**src/sn9_macros.svh**
```systemverilog
//////////////////////////////
// board timing constants shared by the sn9 blocks
// include in any module that counts clocks, bits,
// microseconds or milliseconds
//////////////////////////////
`ifndef SN9_MACROS_SVH
`define SN9_MACROS_SVH

// oscillator straight into the fabric, no pll
`define SN9_CLOCK_HZ 27000000

`define SN9_BAUD     115200               // console line rate, 8N1

// clocks per uart bit, rounded to nearest
`define SN9_BIT_CLKS ((`SN9_CLOCK_HZ + (`SN9_BAUD / 2)) / `SN9_BAUD)

`define SN9_RST_US   4                    // reset stretch, in us strobes

// rx activity led hold time, counted in ms strobes
`define SN9_ACT_MS   2

`endif

```
**src/sn9_sys_pkg.sv**
```systemverilog
//////////////////////////////
// system control types
// one bundle carries the resets and the timebase
// strobes from the system controller to all blocks
//////////////////////////////
package sn9_sys_pkg;

   // driven only by the system controller
   typedef struct packed
   {
      logic rst;                    // stretched system reset, active high
      logic pwr_rst;                // power-on reset, follows rst_n
      logic us;                     // one cycle every microsecond
      logic ms;                     // one cycle every millisecond
   } sys_ctl_t;

endpackage

```
**src/sn9_con_pkg.sv**
```systemverilog
//////////////////////////////
// serial console types
// byte strobe bundle between uart and console,
// console states and command opcodes
//////////////////////////////
package sn9_con_pkg;

   // one byte, valid only in the strobe cycle
   typedef struct packed
   {
      logic       stb;              // single-cycle strobe
      logic [7:0] dat;              // byte value
   } ser_byte_t;

   typedef enum logic [1:0]
   {
      IDLE,                         // waiting for a command byte
      LED_ARG,                      // next byte is the led word
      REPLY_HI,                     // time high byte pending
      REPLY_LO                      // low byte or echo pending
   } con_state_e;

   // opcodes are the ascii command bytes
   typedef enum logic [7:0]
   {
      OP_ECHO = 8'h00,              // anything not listed below
      OP_LED  = 8'h4C,              // 'L'
      OP_TIME = 8'h54               // 'T'
   } con_op_e;

endpackage

```
**src/sn9_sysctl.sv**
```systemverilog
//////////////////////////////
// system controller
// merges power-on reset with the synchronized
// reset button, stretches the result, and makes the
// microsecond and millisecond strobes for all blocks
//////////////////////////////
`timescale 1ns/1ps
`include "sn9_macros.svh"

module sn9_sysctl
(
   input  logic                  sys_clk_p,      // system clock
   input  logic                  rst_n,          // power-on reset, active low
   input  logic                  reset_btn_n,    // board button, asynchronous
   output sn9_sys_pkg::sys_ctl_t sys_ctl         // resets and strobes
);

localparam int US_CLKS = `SN9_CLOCK_HZ / 1000000;
localparam int UW      = $clog2(US_CLKS);
localparam int RW      = $clog2(`SN9_RST_US + 1);

localparam logic [UW-1:0] US_LAST  = UW'(US_CLKS - 1);
localparam logic [9:0]    MS_LAST  = 10'd999;          // thousand us per ms
localparam logic [RW-1:0] RST_LOAD = RW'(`SN9_RST_US);

logic [1:0]    btn_sync;                // two-flop button synchronizer
logic          pwr_q;                   // registered power-on reset
logic          rst_q;                   // stretched reset
logic [RW-1:0] rst_cnt;                 // us strobes left in stretch
logic [UW-1:0] us_cnt;                  // clock prescaler
logic [9:0]    ms_cnt;                  // us prescaler
logic          us_q;
logic          ms_q;

always_ff @(posedge sys_clk_p)
begin
   if (!rst_n)
   begin
      btn_sync <= 2'b00;
      pwr_q    <= 1'b1;
   end
   else
   begin
      btn_sync <= {btn_sync[0], ~reset_btn_n};   // pressed is high here
      pwr_q    <= 1'b0;
   end
end

// any press restarts the whole stretch
always_ff @(posedge sys_clk_p)
begin
   if (!rst_n || btn_sync[1])
   begin
      rst_cnt <= RST_LOAD;
      rst_q   <= 1'b1;
   end
   else
   begin
      if (us_q && rst_cnt != '0)
         rst_cnt <= rst_cnt - 1'b1;
      rst_q <= (rst_cnt != '0);                  // drops one cycle after last us
   end
end

always_ff @(posedge sys_clk_p)
begin
   if (!rst_n)
   begin
      us_cnt <= '0;
      ms_cnt <= '0;
      us_q   <= 1'b0;
      ms_q   <= 1'b0;
   end
   else
   begin
      us_q <= (us_cnt == US_LAST);
      ms_q <= 1'b0;
      if (us_cnt == US_LAST)
         us_cnt <= '0;
      else
         us_cnt <= us_cnt + 1'b1;
      if (us_q)                                  // ms counts us strobes only
      begin
         ms_q <= (ms_cnt == MS_LAST);
         if (ms_cnt == MS_LAST)
            ms_cnt <= '0;
         else
            ms_cnt <= ms_cnt + 1'b1;
      end
   end
end

assign sys_ctl = '{rst: rst_q, pwr_rst: pwr_q, us: us_q, ms: ms_q};

endmodule

```
**src/sn9_uart_rx.sv**
```systemverilog
//////////////////////////////
// uart receiver, 8N1
// samples each bit at its mid-point and gives one
// strobe per good frame, a cycle after the stop bit
// mid-point; frames with a low stop bit are dropped
//////////////////////////////
`timescale 1ns/1ps
`include "sn9_macros.svh"

module sn9_uart_rx
(
   input  logic                   sys_clk_p,     // system clock
   input  sn9_sys_pkg::sys_ctl_t  sys_ctl,       // rst used as local reset
   input  logic                   rxd,           // serial line, asynchronous
   output sn9_con_pkg::ser_byte_t rx_byte        // received byte strobe
);

localparam int BIT_CLKS = `SN9_BIT_CLKS;
localparam int CW       = $clog2(BIT_CLKS);

localparam logic [CW-1:0] BIT_LAST  = CW'(BIT_CLKS - 1);
localparam logic [CW-1:0] HALF_LAST = CW'(BIT_CLKS / 2 - 1);

logic [1:0]    rxd_sync;                // line synchronizer
logic          busy;                    // inside a frame
logic [CW-1:0] clk_cnt;                 // clocks to next sample point
logic [3:0]    bit_cnt;                 // 0 start, 1..8 data, 9 stop
logic [7:0]    shreg;                   // lsb arrives first
logic          stb_q;

always_ff @(posedge sys_clk_p)
begin
   if (sys_ctl.rst)
      rxd_sync <= 2'b11;                // idle line is high
   else
      rxd_sync <= {rxd_sync[0], rxd};
end

always_ff @(posedge sys_clk_p)
begin
   if (sys_ctl.rst)
   begin
      busy    <= 1'b0;
      clk_cnt <= '0;
      bit_cnt <= '0;
      stb_q   <= 1'b0;
   end
   else
   begin
      stb_q <= 1'b0;
      if (!busy)
      begin
         if (!rxd_sync[1])              // start edge
         begin
            busy    <= 1'b1;
            clk_cnt <= HALF_LAST;       // align to middle of start bit
            bit_cnt <= '0;
         end
      end
      else if (clk_cnt != '0)
         clk_cnt <= clk_cnt - 1'b1;
      else
      begin
         clk_cnt <= BIT_LAST;
         bit_cnt <= bit_cnt + 1'b1;
         if (bit_cnt == 4'd0)
            busy <= ~rxd_sync[1];       // start gone high, was a glitch
         else if (bit_cnt == 4'd9)
         begin
            busy  <= 1'b0;
            stb_q <= rxd_sync[1];       // framing error gives no strobe
         end
         else
            shreg <= {rxd_sync[1], shreg[7:1]};
      end
   end
end

assign rx_byte = '{stb: stb_q, dat: shreg};

endmodule

```
**src/sn9_console.sv**
```systemverilog
//////////////////////////////
// serial debug console in the cpu slot
// 'L' + byte sets the led word, 'T' answers with
// the 16-bit ms uptime high byte first, every other
// byte is echoed; replies wait on the tx busy level
//////////////////////////////
`timescale 1ns/1ps

module sn9_console
(
   input  logic                   sys_clk_p,     // system clock
   input  sn9_sys_pkg::sys_ctl_t  sys_ctl,       // rst and ms strobe used
   input  sn9_con_pkg::ser_byte_t rx_byte,       // from uart receiver
   input  logic                   tx_busy,       // transmitter back-pressure
   output sn9_con_pkg::ser_byte_t tx_byte,       // to uart transmitter
   output logic [7:0]             leds           // led word
);

import sn9_con_pkg::*;

con_state_e  state;
con_op_e     op;                        // decoded rx byte
logic [15:0] uptime;                    // ms since end of reset
logic [15:0] rep_q;                     // time reply, or held echo in [7:0]
logic [7:0]  led_q;
logic        tx_stb_q;
logic [7:0]  tx_dat_q;
logic        can_send;                  // tx idle and not just strobed
logic        send;
logic [7:0]  send_dat;

always_comb
begin
   case (rx_byte.dat)
      OP_LED:  op = OP_LED;
      OP_TIME: op = OP_TIME;
      default: op = OP_ECHO;
   endcase
end

// busy rises only the cycle after a strobe, so own strobe blocks too
assign can_send = ~tx_busy & ~tx_stb_q;

always_comb
begin
   send     = 1'b0;
   send_dat = rep_q[7:0];
   case (state)
      IDLE:
      begin
         send     = rx_byte.stb && op == OP_ECHO && can_send;   // direct echo
         send_dat = rx_byte.dat;
      end
      REPLY_HI:
      begin
         send     = can_send;
         send_dat = rep_q[15:8];
      end
      REPLY_LO: send = can_send;
      default:  send = 1'b0;
   endcase
end

always_ff @(posedge sys_clk_p)
begin
   if (sys_ctl.rst)
      uptime <= '0;
   else if (sys_ctl.ms)
      uptime <= uptime + 1'b1;
end

always_ff @(posedge sys_clk_p)
begin
   if (sys_ctl.rst)
   begin
      state    <= IDLE;
      led_q    <= '0;
      tx_stb_q <= 1'b0;
   end
   else
   begin
      tx_stb_q <= send;
      case (state)
         IDLE:
            if (rx_byte.stb)
            begin
               if (op == OP_LED)
                  state <= LED_ARG;
               else if (op == OP_TIME)
                  state <= REPLY_HI;
               else if (!send)
                  state <= REPLY_LO;    // echo held until tx frees up
            end
         LED_ARG:
            if (rx_byte.stb)
            begin
               led_q <= rx_byte.dat;
               state <= IDLE;
            end
         REPLY_HI: if (send) state <= REPLY_LO;
         default:  if (send) state <= IDLE;   // rx bytes dropped meanwhile
      endcase
   end
end

always_ff @(posedge sys_clk_p)
begin
   if (state == IDLE && rx_byte.stb)
   begin
      if (op == OP_TIME)
         rep_q <= uptime;               // latch value at command time
      else
         rep_q[7:0] <= rx_byte.dat;
   end
   if (send)
      tx_dat_q <= send_dat;
end

assign tx_byte = '{stb: tx_stb_q, dat: tx_dat_q};
assign leds    = led_q;

endmodule

```
**src/sn9_uart_tx.sv**
```systemverilog
//////////////////////////////
// uart transmitter, 8N1
// takes a byte on its strobe while not busy; busy
// rises the next cycle and falls at end of stop bit
//////////////////////////////
`timescale 1ns/1ps
`include "sn9_macros.svh"

module sn9_uart_tx
(
   input  logic                   sys_clk_p,     // system clock
   input  sn9_sys_pkg::sys_ctl_t  sys_ctl,       // rst used as local reset
   input  sn9_con_pkg::ser_byte_t tx_byte,       // byte strobe from console
   output logic                   txd,           // serial line
   output logic                   tx_busy        // frame in progress
);

localparam int BIT_CLKS = `SN9_BIT_CLKS;
localparam int CW       = $clog2(BIT_CLKS);

localparam logic [CW-1:0] BIT_LAST = CW'(BIT_CLKS - 1);

logic [9:0]    shreg;                   // stop, data, start; bit 0 on line
logic [3:0]    bit_cnt;                 // shifts left in this frame
logic [CW-1:0] clk_cnt;
logic          busy_q;

always_ff @(posedge sys_clk_p)
begin
   if (sys_ctl.rst)
   begin
      shreg   <= '1;                    // line idles high
      bit_cnt <= '0;
      clk_cnt <= '0;
      busy_q  <= 1'b0;
   end
   else if (!busy_q)
   begin
      if (tx_byte.stb)
      begin
         shreg   <= {1'b1, tx_byte.dat, 1'b0};
         bit_cnt <= 4'd9;
         clk_cnt <= BIT_LAST;
         busy_q  <= 1'b1;
      end
   end
   else if (clk_cnt != '0)
      clk_cnt <= clk_cnt - 1'b1;
   else if (bit_cnt == '0)
      busy_q <= 1'b0;                   // stop bit finished
   else
   begin
      shreg   <= {1'b1, shreg[9:1]};    // shift in idle level
      bit_cnt <= bit_cnt - 1'b1;
      clk_cnt <= BIT_LAST;
   end
end

assign txd     = shreg[0];
assign tx_busy = busy_q;

endmodule

```
**src/sn9_led_drv.sv**
```systemverilog
//////////////////////////////
// board led output stage
// registers the led word onto the board leds and
// drives led 0 as a stretched rx activity light
//////////////////////////////
`timescale 1ns/1ps
`include "sn9_macros.svh"

module sn9_led_drv
(
   input  logic                   sys_clk_p,     // system clock
   input  sn9_sys_pkg::sys_ctl_t  sys_ctl,       // rst and ms strobe used
   input  logic [7:0]             leds,          // led word, bits 5:1 shown
   input  sn9_con_pkg::ser_byte_t rx_byte,       // strobe marks rx activity
   output logic [5:0]             sys_led        // board leds
);

localparam int AW = $clog2(`SN9_ACT_MS + 1);

localparam logic [AW-1:0] ACT_LOAD = AW'(`SN9_ACT_MS);

logic [5:1]    led_q;
logic [AW-1:0] act_cnt;                 // ms left on activity light

always_ff @(posedge sys_clk_p)
begin
   if (sys_ctl.rst)
   begin
      led_q   <= '0;
      act_cnt <= '0;
   end
   else
   begin
      led_q <= leds[5:1];               // bits 7, 6 and 0 have no led
      if (rx_byte.stb)
         act_cnt <= ACT_LOAD;           // retrigger on every byte
      else if (sys_ctl.ms && act_cnt != '0)
         act_cnt <= act_cnt - 1'b1;
   end
end

assign sys_led = {led_q, act_cnt != '0};

endmodule

```
**src/sn9_top.sv**
```systemverilog
//////////////////////////////
// board top for the sn9 board-support subsystem
// system controller and uart receiver feed the
// console in the cpu slot; uart transmitter and
// led stage drive the board pins
//////////////////////////////
`timescale 1ns/1ps

module sn9_top
(
   input  logic       sys_clk_p,        // board oscillator, no pll
   input  logic       rst_n,            // power-on reset
   input  logic       reset_btn_n,      // reset push button
   input  logic       uart_rxd,         // serial in
   output logic       uart_txd,         // serial out
   output logic [5:0] sys_led           // board leds
);

import sn9_sys_pkg::*;
import sn9_con_pkg::*;

sys_ctl_t   sys_ctl;                    // resets and strobes to all blocks
ser_byte_t  rx_byte;                    // receiver to console and leds
ser_byte_t  tx_byte;                    // console to transmitter
logic       tx_busy;
logic [7:0] leds;                       // console led word

sn9_sysctl u_sysctl
(
   .sys_clk_p   (sys_clk_p),
   .rst_n       (rst_n),
   .reset_btn_n (reset_btn_n),
   .sys_ctl     (sys_ctl)
);

sn9_uart_rx u_uart_rx
(
   .sys_clk_p (sys_clk_p),
   .sys_ctl   (sys_ctl),
   .rxd       (uart_rxd),
   .rx_byte   (rx_byte)
);

sn9_console u_console
(
   .sys_clk_p (sys_clk_p),
   .sys_ctl   (sys_ctl),
   .rx_byte   (rx_byte),
   .tx_busy   (tx_busy),
   .tx_byte   (tx_byte),
   .leds      (leds)
);

sn9_uart_tx u_uart_tx
(
   .sys_clk_p (sys_clk_p),
   .sys_ctl   (sys_ctl),
   .tx_byte   (tx_byte),
   .txd       (uart_txd),
   .tx_busy   (tx_busy)
);

sn9_led_drv u_led_drv
(
   .sys_clk_p (sys_clk_p),
   .sys_ctl   (sys_ctl),
   .leds      (leds),
   .rx_byte   (rx_byte),
   .sys_led   (sys_led)
);

endmodule

```
**config.mk**
```make
export PLATFORM = sky130hd
export DESIGN_NAME = sn9_top
export DESIGN_NICKNAME = d
export VERILOG_FILES = /design/src/sn9_sys_pkg.sv /design/src/sn9_con_pkg.sv /design/src/sn9_sysctl.sv /design/src/sn9_uart_rx.sv /design/src/sn9_console.sv /design/src/sn9_uart_tx.sv /design/src/sn9_led_drv.sv /design/src/sn9_top.sv
export VERILOG_INCLUDE_DIRS = /design/src
export SDC_FILE = /design/constraint.sdc
export NUM_CORES = 1
export LEC_CHECK = 0
export BUFFER_PORTS_ARGS = -buffer_cell sky130_fd_sc_hd__buf_2
export CAP_MARGIN = 20
export CORE_UTILIZATION = 32
export CTS_CLUSTER_SIZE = 40
export DETAILED_ROUTE_END_ITERATION = 8
export SETUP_SLACK_MARGIN = 0.2
export SLEW_MARGIN = 0
export SYNTH_ARGS = -nofsm -noshare
export SYNTH_HDL_FRONTEND = slang
export SYNTH_SLANG_ARGS = --single-unit
```
**constraint.sdc**
```tcl
create_clock -name sys_clk_p -period 2.3 [get_ports sys_clk_p]
set_input_delay 0.115 -clock sys_clk_p [delete_from_list [all_inputs] [get_ports sys_clk_p]]
set_output_delay 0.115 -clock sys_clk_p [all_outputs]
set_load 0.005 [all_outputs]
```
# Yosys cells after proc, flatten, opt, wreduce, memory -nomap -nowiden
# Index checks and enable logic that the tools add are counted.
[op_classes]
add_sub_neg = 9
n_eq_ne = 19
muxes = 42
bitwise = 11
reduce_logical = 30
[ops]
columns = ["cell", "count"]
rows = [
  ["$mux W8", 8],
  ["$mux W10", 5],
  ["$mux W4", 7],
  ["$mux W2", 9],
  ["$add A16 B1 Y16 const B", 1],
  ["$eq A8 B7 Y1 const B", 2],
  ["$pmux W8 S2", 1],
  ["$reduce_bool A8 Y1", 2],
  ["$sub A8 B1 Y8 const B", 2],
  ["$eq A7 B7 Y1 const B", 2],
  ["$pmux W7 S2", 1],
  ["$ne A2 B2 Y1 const B", 6],
  ["$add A10 B1 Y10 const B", 1],
  ["$eq A10 B10 Y1 const B", 1],
  ["$not A1 Y1", 10],
  ["$reduce_and A2 Y1", 5],
  ["$reduce_and A5 Y1", 2],
  ["$mux W1", 9],
  ["$logic_not A4 Y1", 2],
  ["$logic_not A8 Y1", 1],
  ["$pmux W2 S3", 1],
  ["$reduce_bool A2 Y1", 3],
  ["$reduce_bool A3 Y1", 2],
  ["$reduce_or A2 Y1", 3],
  ["other kinds (20)", 25],
]
[totals]
register_bits = 126
output_inout_bits = 7
word_cells = 138

# Logic depth before layout (Yosys ltp)
# Gate-level depths: netlist of the first run.
[depth]
word_depth = 11
ltp_mapped = 7

# By module
# From an unflattened synthesis of the first run, not the netlist that was laid out.
[unflattened]
hier_cells = 555
area_unflattened_um2 = 5677.9
[modules_own_cells]
columns = ["mod", "instances", "cells_each", "area_each_um2", "seq_area_each_um2"]
rows = [
  ["sn9_console", 1, 196, 2220.9, 1261.2],
  ["sn9_uart_rx", 1, 109, 1113.6, 560.5],
  ["sn9_uart_tx", 1, 121, 1099.8, 440.4],
  ["sn9_sysctl", 1, 107, 1002.2, 480.5],
  ["sn9_led_drv", 1, 22, 241.5, 140.1],
]

# Worst setup path before layout of the first run
# OpenSTA, ideal clock, no wires.
[synth_path]
path_kind = "reg2reg"
startpoint = "reg u_uart_rx.clk_cnt[0]"
endpoint = "reg u_uart_rx.shreg[0], enable pin"
setup_time_ps = 395
arrival_ps = 2149
required_time_ps = 1905
slack_ps = -244
stages_incl_launch_ff = 6
synth_period_minus_slack_ps = 2544
cell_sequence = "dfxtp_1 -> inv_1 -> ha_1 -> nor3b_1 -> nand3_1 -> nor4_1"
[synth_via]
elab_chain_cells = 3
[synth_lines]
columns = ["element", "line", "rtl"]
rows = [
  ["start: declaration", "sn9_uart_rx.sv:26", "logic [CW-1:0] clk_cnt;"],
  ["start signal: assignment", "sn9_uart_rx.sv:61", "clk_cnt <= clk_cnt - 1'b1;"],
  ["$reduce_bool A8 Y1", "sn9_uart_rx.sv:60", "else if (clk_cnt != '0)"],
  ["$not A1 Y1 (no source line)", "n/a", ""],
  ["$reduce_and A5 Y1 (no source line)", "n/a", ""],
  ["end signal: assignment", "sn9_uart_rx.sv:74", "shreg <= {rxd_sync[1], shreg[7:1]};"],
  ["end: declaration", "sn9_uart_rx.sv:28", "logic [7:0] shreg;"],
]
# Every way passes these cells.
# A chain may end at the register's enable or synchronous reset.

# Worst setup path after layout of the first run
[layout_path]
startpoint = "reg u_uart_tx.clk_cnt[0]"
endpoint = "reg u_uart_tx.shreg[5]"
[layout_via]
elab_chain_cells = 3
[layout_lines]
columns = ["element", "line", "rtl"]
rows = [
  ["start: declaration", "sn9_uart_tx.sv:25", "logic [CW-1:0] clk_cnt;"],
  ["start signal: assignment", "sn9_uart_tx.sv:48", "clk_cnt <= clk_cnt - 1'b1;"],
  ["$reduce_bool A8 Y1", "sn9_uart_tx.sv:47", "else if (clk_cnt != '0)"],
  ["$ne A2 B2 Y1 (no source line)", "n/a", ""],
  ["$reduce_and A3 Y1 (no source line)", "n/a", ""],
  ["end signal: assignment", "sn9_uart_tx.sv:41", "shreg <= {1'b1, tx_byte.dat, 1'b0};"],
  ["end signal: assignment", "sn9_uart_tx.sv:53", "shreg <= {1'b1, shreg[9:1]};"],
  ["end: declaration", "sn9_uart_tx.sv:23", "logic [9:0] shreg;"],
]
# Every way passes these cells.

==> key figures, run 1 <==
CTS
  – TritonCTS Buffers: 17
  – H-tree levels: 4
  – Worst-path clk slew: 0.06 ns
  – Clock buffer depth: 2
  – Postcts setup bufs: 0
  – Clock latency on the worst-skew pair: 0.41 ns
  – CTS tree: done
  – Clock tree root buffer cell: clkbuf_16
  – Post-CTS sizing: 0
  – Clk sinks: 124

Critical path
  – CP Max Fanout: 8
  – CP max stage delay: 0.53 ns
  – CP arrival: 2.33 ns
  – Max stage delay cell, worst path: or3b_2
  – Critical path type: register to register
  – Crit path launch type: register
  – Worst EP required: 2.66 ns
  – CP Cell Sequence: inv_1 > ha_1 > or3b_2 > nor4_4 > a221o_2 > a21o_1
  – Critical path endpoint category: register

Cells and area
  – Cell Count, Final, Fillers Out: 791
  – Post-layout util: 38.4%
  – Diode count: 0
  – Area delta synth->final: 17.6%
  – Most frequent cells in the layout: 91 x dfxtp_1, 55 x nor2_1, 33 x nand2_1, 32 x edfxtp_1, 24 x inv_1
  – Share of layout cells above drive strength 1: 15.1%
  – Final-stage net count: 577
  – Commonest non-fill, non-tap cell in the layout: dfxtp_1

Synth
  – Main combinational cell family by area after synthesis: simple AND/OR/NAND/NOR gates
  – Distinct cells, synth: 64
  – Asr flop ratio synth: 0%
  – Largest area contributor in the netlist: dfxtp_1
  – Fraction of the mapped netlist area in adder cells: 3.48%
  – Seq/Total Area, Yosys: 51.9%
  – Yosys reg bits: 124
  – Mapped Area: 0.00540 sq mm
  – Number of synthesized flops with an enable pin: 32
  – Simple-Gate Fraction of Synth Area: 20.2%
  – Yosys top cell area share: 34.1%
  – Synthesized instance count: 534
  – Syn Area/Cell: 10.1 sq um
  – Main synth FF type: dfxtp_1
  – Synth Area in Compound Gates: 13.5%
  – Mapped Nets: 553
  – Post-synthesis mux area share: 3.18%
  – XOR/XNOR share of the synthesized area: 4.06%
  – Dominant cells by area after synthesis: dfxtp_1 34%, edfxtp_1 18%, nor2_1 3.8%
  – Syn. warnings: 0

Pwr
  – Internal Power: 3.75 mW
  – Power Dens Cells: 748 mW/mm^2
  – Part of the power in combinational logic: 0.5%
  – Clk network pwr share: 52.4%
  – Sequential power share: 47.1%
  – Peak supply drop: 0.000453 V
  – Sw Share: 20.9%
  – Sw power: 0.994 mW
  – Leak: 2.20 nW

Placed design
  – Gp weighted congestion: 0.912
  – Placed cell count: 756
  – Port Buffers: 10
  – Pre-CTS WS: 0.331 ns
  – Post-DP HPWL: 7610 um

Route
  – DRC: 0
  – Final Routed Wirelength: 10800 um
  – Post-route ant nets: 0
  – Iter 0 DRT Violations: 317
  – Via density: 5.02
  – Average wire per standard cell: 13.6 um
  – Vias post-DR: 3971
  – Detailed Routing Iterations Pass 1: 5

Global route
  – Initial antenna violation count: 0
  – Total global routing overflow: 0
  – Largest net degree at the start of global routing: 46
  – Vias in the first global route: 3904
  – Aggregate global-route resource usage: 13.2%
  – First-pass GRT wire length: 18400 um

Outcome
  – Outcome: finished, final reports clean

Floorplan
  – IO Count: 11
  – Die Width: 132 um
  – Initial core utilization: 32.7%
  – Die height: 132 um
  – Die area: 0.0174 sq mm
  – CORE AREA: 0.0165 sq mm
  – Num rows: 47

STA
  – Final setup margin: 0.326 ns
  – Crit share post-route: 85.8%
  – TNS Setup: 0 ns
  – Endpoints failing setup: 0
  – Slew HR: 53.9%
  – Max-slew violations: 0
  – Least-Margin Pin Slew: 0.690 ns
  – Hold Violations, Final: 0
  – Clock skew: 0.00617 ns
  – Post-route minimum period: 1.97 ns
  – Fmax: 0.507 GHz
  – Unrepaired setup endpoints after global routing: false

Hold path
  – Type of the most critical hold path: input pin to register

Job
  – Max cap viols: 0
-- layer usage --
layer  vias to the layer above  GRT usage, %  wire, um
met5                         -             0         0
li1                       1985             -         -
met4                         0          6.07       155
met2                        67          22.1      5330
met1                      1901          15.7      4910
met3                        18          3.81       384
-- path summary, 6_finish.rpt --
path              depth (start not counted)                  start  slack [ns]               endpoint
setup / recovery                          6   u_uart_tx.clk_cnt[0]        0.33     u_uart_tx.shreg[5]
hold / removal                            3            reset_btn_n        0.38   u_sysctl.btn_sync[0]
setup reg to reg                          6   u_uart_tx.clk_cnt[0]        0.33     u_uart_tx.shreg[5]
hold reg to reg                           1  u_uart_rx.rxd_sync[0]        0.41  u_uart_rx.rxd_sync[1]
-- cell usage after synthesis (4+ instances only) --
cell and number:
a211oi_1 4, a21o_1 12, a21oi_1 22, a221o_2 6, a31oi_1 6, and4_1 4
buf_1 6, clkbuf_1 14, dfxtp_1 92, edfxtp_1 32, ha_1 15, inv_1 24
mux2i_1 16, nand2_1 33, nand2b_1 9, nand3_1 18, nand4_1 8, nor2_1 55
nor2b_1 10, nor3_1 14, nor4_1 5, o211ai_1 4, o21a_1 5, o21ai_0 22
o31ai_1 6, or3_1 4, or4_1 7, xnor2_1 14, xor2_1 11
-- power by group through the flow --
stage | clock [mW] | sequential, mW | combinational, mW
after CTS | 2.56 | 2.24 | 0.0237
after detailed placement | 0 | 2.28 | 0.0196
after floorplan | 0 | 2.28 | 0.0129
after global placement | 0 | 2.28 | 0.0181
after global routing | 2.65 | 2.24 | 0.0259
final | 2.49 | 2.24 | 0.0232
-- flip-flops by register name (all words and copies together), names as in the netlist, 2 cells and up --
signal / flops
u_console.uptime: 16
u_led_drv.act_cnt: 2
u_uart_tx.shreg: 9
u_sysctl.btn_sync: 2
u_sysctl.rst_cnt: 3
u_uart_tx.bit_cnt: 4
u_sysctl.ms_cnt: 10
u_led_drv.led_q: 5
u_uart_tx.clk_cnt: 8
u_uart_rx.bit_cnt: 4
u_uart_rx.clk_cnt: 8
u_console.tx_dat_q: 8
u_console.rep_q: 16
u_sysctl.us_cnt: 5
u_console.state: 2
u_console.leds: 5
u_uart_rx.rxd_sync: 2
u_uart_rx.shreg: 8
-- per-stage QoR --
stage / instance area (sq um) / power [mW] / hold slack, ns
after floorplan: 5410 / 2.29 / 0.182
after global placement: 5760 / 2.30 / 0.271
after detailed placement: 5760 / 2.30 / 0.274
after CTS: 6350 / 4.82 / 0.368
after global routing: 6350 / 4.91 / 0.364
final: 6350 / 4.75 / 0.381
-- repair_timing --
action / 4_1_cts / 5_1_grt
hold endpoints to repair: 4 / 0
endpoints found under the setup margin: 0 / 0
hold buffers: 3 / 0
-- area by class of cell --
type	instances	area [sq um]
fill	1586	10200
tap	220	275
inverter	24	90.1
sequential	124	2800
clock inverter	14	119
clock buffer	18	439
timing repair buffer	28	205
multi-input combinational	363	2420
-- critical path: cells and delay by family (launching register included) --
kind	cells	cell delay, ns
DFF	1	0.30
buffers and inverters	1	0.12
AOI/OAI and AO/OA	2	0.32
and+or+nand+nor	2	0.99
adders and majority gates	1	0.18
-- cells by family after synthesis --
family | count (synthesis)
xor gates and xnor gates | 25
buffers and inverters | 47
muxes | 17
adders and majority gates | 15
AOI/OAI and AO/OA | 106
DFF | 124
and+or+nand+nor | 200
No activity file was read; power rests on OpenSTA's default activity.
==> run 2: changes to the inputs <==
Settings changed: REMOVE_ABC_BUFFERS set to 1.
==> run 2 against run 1 <==
Power increased by 6.3%. Hold slack improved by 0.0034 ns. Register-to-register slack gained 0.02 ns. Via count fell by 0.93%. Cell count grew 0.25%. Core utilization is 0.35 points higher. First-iteration DRC count fell by 19%. Sequential cell count unchanged. Routed wire length decreased by 2.0%. Non-clock buffer count rose by 2. Sequential share of layout area fell by 0.36 points. Sequential power hardly changed. Largest power group unchanged.
==> key figures, run 2 (synthesis results as in run 1) <==
Outcome
  – Outcome: finished, final reports clean

Critical path
  – CP Cell Sequence: inv_1 > ha_1 > or3b_2 > o21ai_4 > nand2_2 > a21o_1
  – Worst EP required: 2.60 ns
  – CP Max Fanout: 10
  – Critical path endpoint category: register
  – Crit path launch type: register
  – Worst Path Buf+Inv: 1
  – Reg2Reg Depth: 6
  – Delay-heaviest family, CP: simple AND/OR/NAND/NOR gates
  – CP max stage delay: 0.54 ns
  – Crit path to: u_uart_tx.shreg[6]
  – CP arrival: 2.26 ns
  – Max stage delay cell, worst path: or3b_2
  – RR Endpoint: u_uart_tx.shreg[6]
  – Reg2Reg Setup Slack: 0.34 ns
  – Critical path type: register to register
  – Stages on the worst setup path: 6
  – R2r startpoint: u_uart_tx.clk_cnt[0]
  – Worst setup path startpoint: u_uart_tx.clk_cnt[0]

Global route
  – Vias in the first global route: 3833
  – First-pass GRT wire length: 18000 um
  – Aggregate global-route resource usage: 12.8%
  – Total global routing overflow: 0
  – Initial antenna violation count: 0
  – Largest net degree at the start of global routing: 34

Route
  – Final Routed Wirelength: 10600 um
  – DRC: 0
  – Average wire per standard cell: 13.3 um
  – Iter 0 DRT Violations: 256
  – Detailed Routing Iterations Pass 1: 4
  – Post-route ant nets: 0
  – Via density: 4.96
  – Vias post-DR: 3934

Hold path
  – Type of the most critical hold path: input pin to register

Cells and area
  – Most frequent cells in the layout: 89 x dfxtp_1, 55 x nor2_1, 33 x nand2_1, 32 x edfxtp_1, 24 x inv_1
  – Fin area: 0.00641 sq mm
  – Fill count: 1606
  – Share of layout cells above drive strength 1: 15.2%
  – Cell Count, Final, Fillers Out: 793
  – Diode count: 0
  – Final-stage net count: 579
  – Post-layout util: 38.8%
  – Area delta synth->final: 18.7%
  – Top flop regs: u_console.rep_q x16, u_console.uptime x16, u_sysctl.ms_cnt x10
  – Commonest non-fill, non-tap cell in the layout: dfxtp_1

STA
  – Least-Margin Pin Slew: 0.642 ns
  – Final setup margin: 0.345 ns
  – Max-slew violations: 0
  – Crit share post-route: 85.0%
  – Slew HR: 57.1%
  – Hold Violations, Final: 0
  – Fmax: 0.511 GHz
  – TNS Setup: 0 ns
  – Worst hold slack: 0.384 ns
  – Clock skew: 0.00743 ns
  – Unrepaired setup endpoints after global routing: false
  – Post-route minimum period: 1.96 ns
  – Endpoints failing setup: 0

Placed design
  – Port Buffers: 10
  – Placed cell area: 0.00573 sq mm
  – Gp weighted congestion: 0.788
  – Pre-CTS WS: 0.342 ns
  – Placed cell count: 755
  – Post-DP HPWL: 7120 um

Job
  – Max cap viols: 0

CTS
  – Worst-path clk slew: 0.06 ns
  – Clock latency on the worst-skew pair: 0.41 ns
  – Clk sinks: 124
  – Clock tree root buffer cell: clkbuf_16
  – CTS tree: done
  – Clock buffer depth: 2
  – H-tree levels: 4
  – TritonCTS Buffers: 17

Floorplan
  – Die Width: 132 um
  – Die height: 132 um
  – Initial core utilization: 32.7%
  – IO Count: 11
  – CORE AREA: 0.0165 sq mm
  – Num rows: 47
  – Die area: 0.0174 sq mm

Pwr
  – Final Power: 5.05 mW
  – Peak supply drop: 0.000497 V
  – Power Dens Cells: 788 mW/mm^2
  – Leak: 2.23 nW
[run 2: cell count changes in the layout (fill, tap and decap cells not counted), sizes merged]
cell      change
clkinvlp      -1
inv           +1
clkinv        -2
bufinv        +3
clkbuf        -1
buf           +2
[run 2: tightest hold or removal path, cell delays in order]
cell	delay, ns
dlygate4sd3_1	0.52
buf_2	0.09
nor2_1	0.03
[run 2: layer usage]
layer	vias up	track usage, %	share of wire (%)
li1	1995	-	-
met1	1852	15.7	46
met2	75	21.5	49
met3	12	3.88	4.0
met4	0	4.33	1.2
met5	-	0	0
[run 2: cell type report]
class                   count  area, sq um  share of cell area, %
flip-flops and latches    124         2810                   43.8
multi-input cells         363         2410                   37.6
clock buffers              17          425                   6.64
well taps                 220          275                   4.30
repair buffers             30          208                   3.24
clock inverters            15          194                   3.03
inverters                  24         90.1                   1.41
[run 2: worst min-delay path by stage]
| stage | start | slack (ns) | to | cells past startpoint |
|---|---|---|---|---|
| floorplan | reset_btn_n | 0.18 | u_sysctl.btn_sync[0] | 1 |
| global placement | reset_btn_n | 0.27 | u_sysctl.btn_sync[0] | 2 |
| detailed placement | reset_btn_n | 0.27 | u_sysctl.btn_sync[0] | 2 |
| CTS | reset_btn_n | 0.37 | u_sysctl.btn_sync[0] | 3 |
| global route | reset_btn_n | 0.40 | u_sysctl.btn_sync[0] | 3 |
| finish | reset_btn_n | 0.38 | u_sysctl.btn_sync[0] | 3 |
[run 2: power breakdown]
group | switching (mW) | internal (mW)
Clock | 0.977 | 1.81
Sequential | 0.00445 | 2.23
Combinational | 0.0114 | 0.0112
Total | 0.993 | 4.05
[run 2: timing repair]
action                                  CTS  global route
setup buffers                             0             3
hold endpoints to repair                  4             0
endpoints found under the setup margin    0             9
hold buffers                              3             0
resized for setup                         0             4
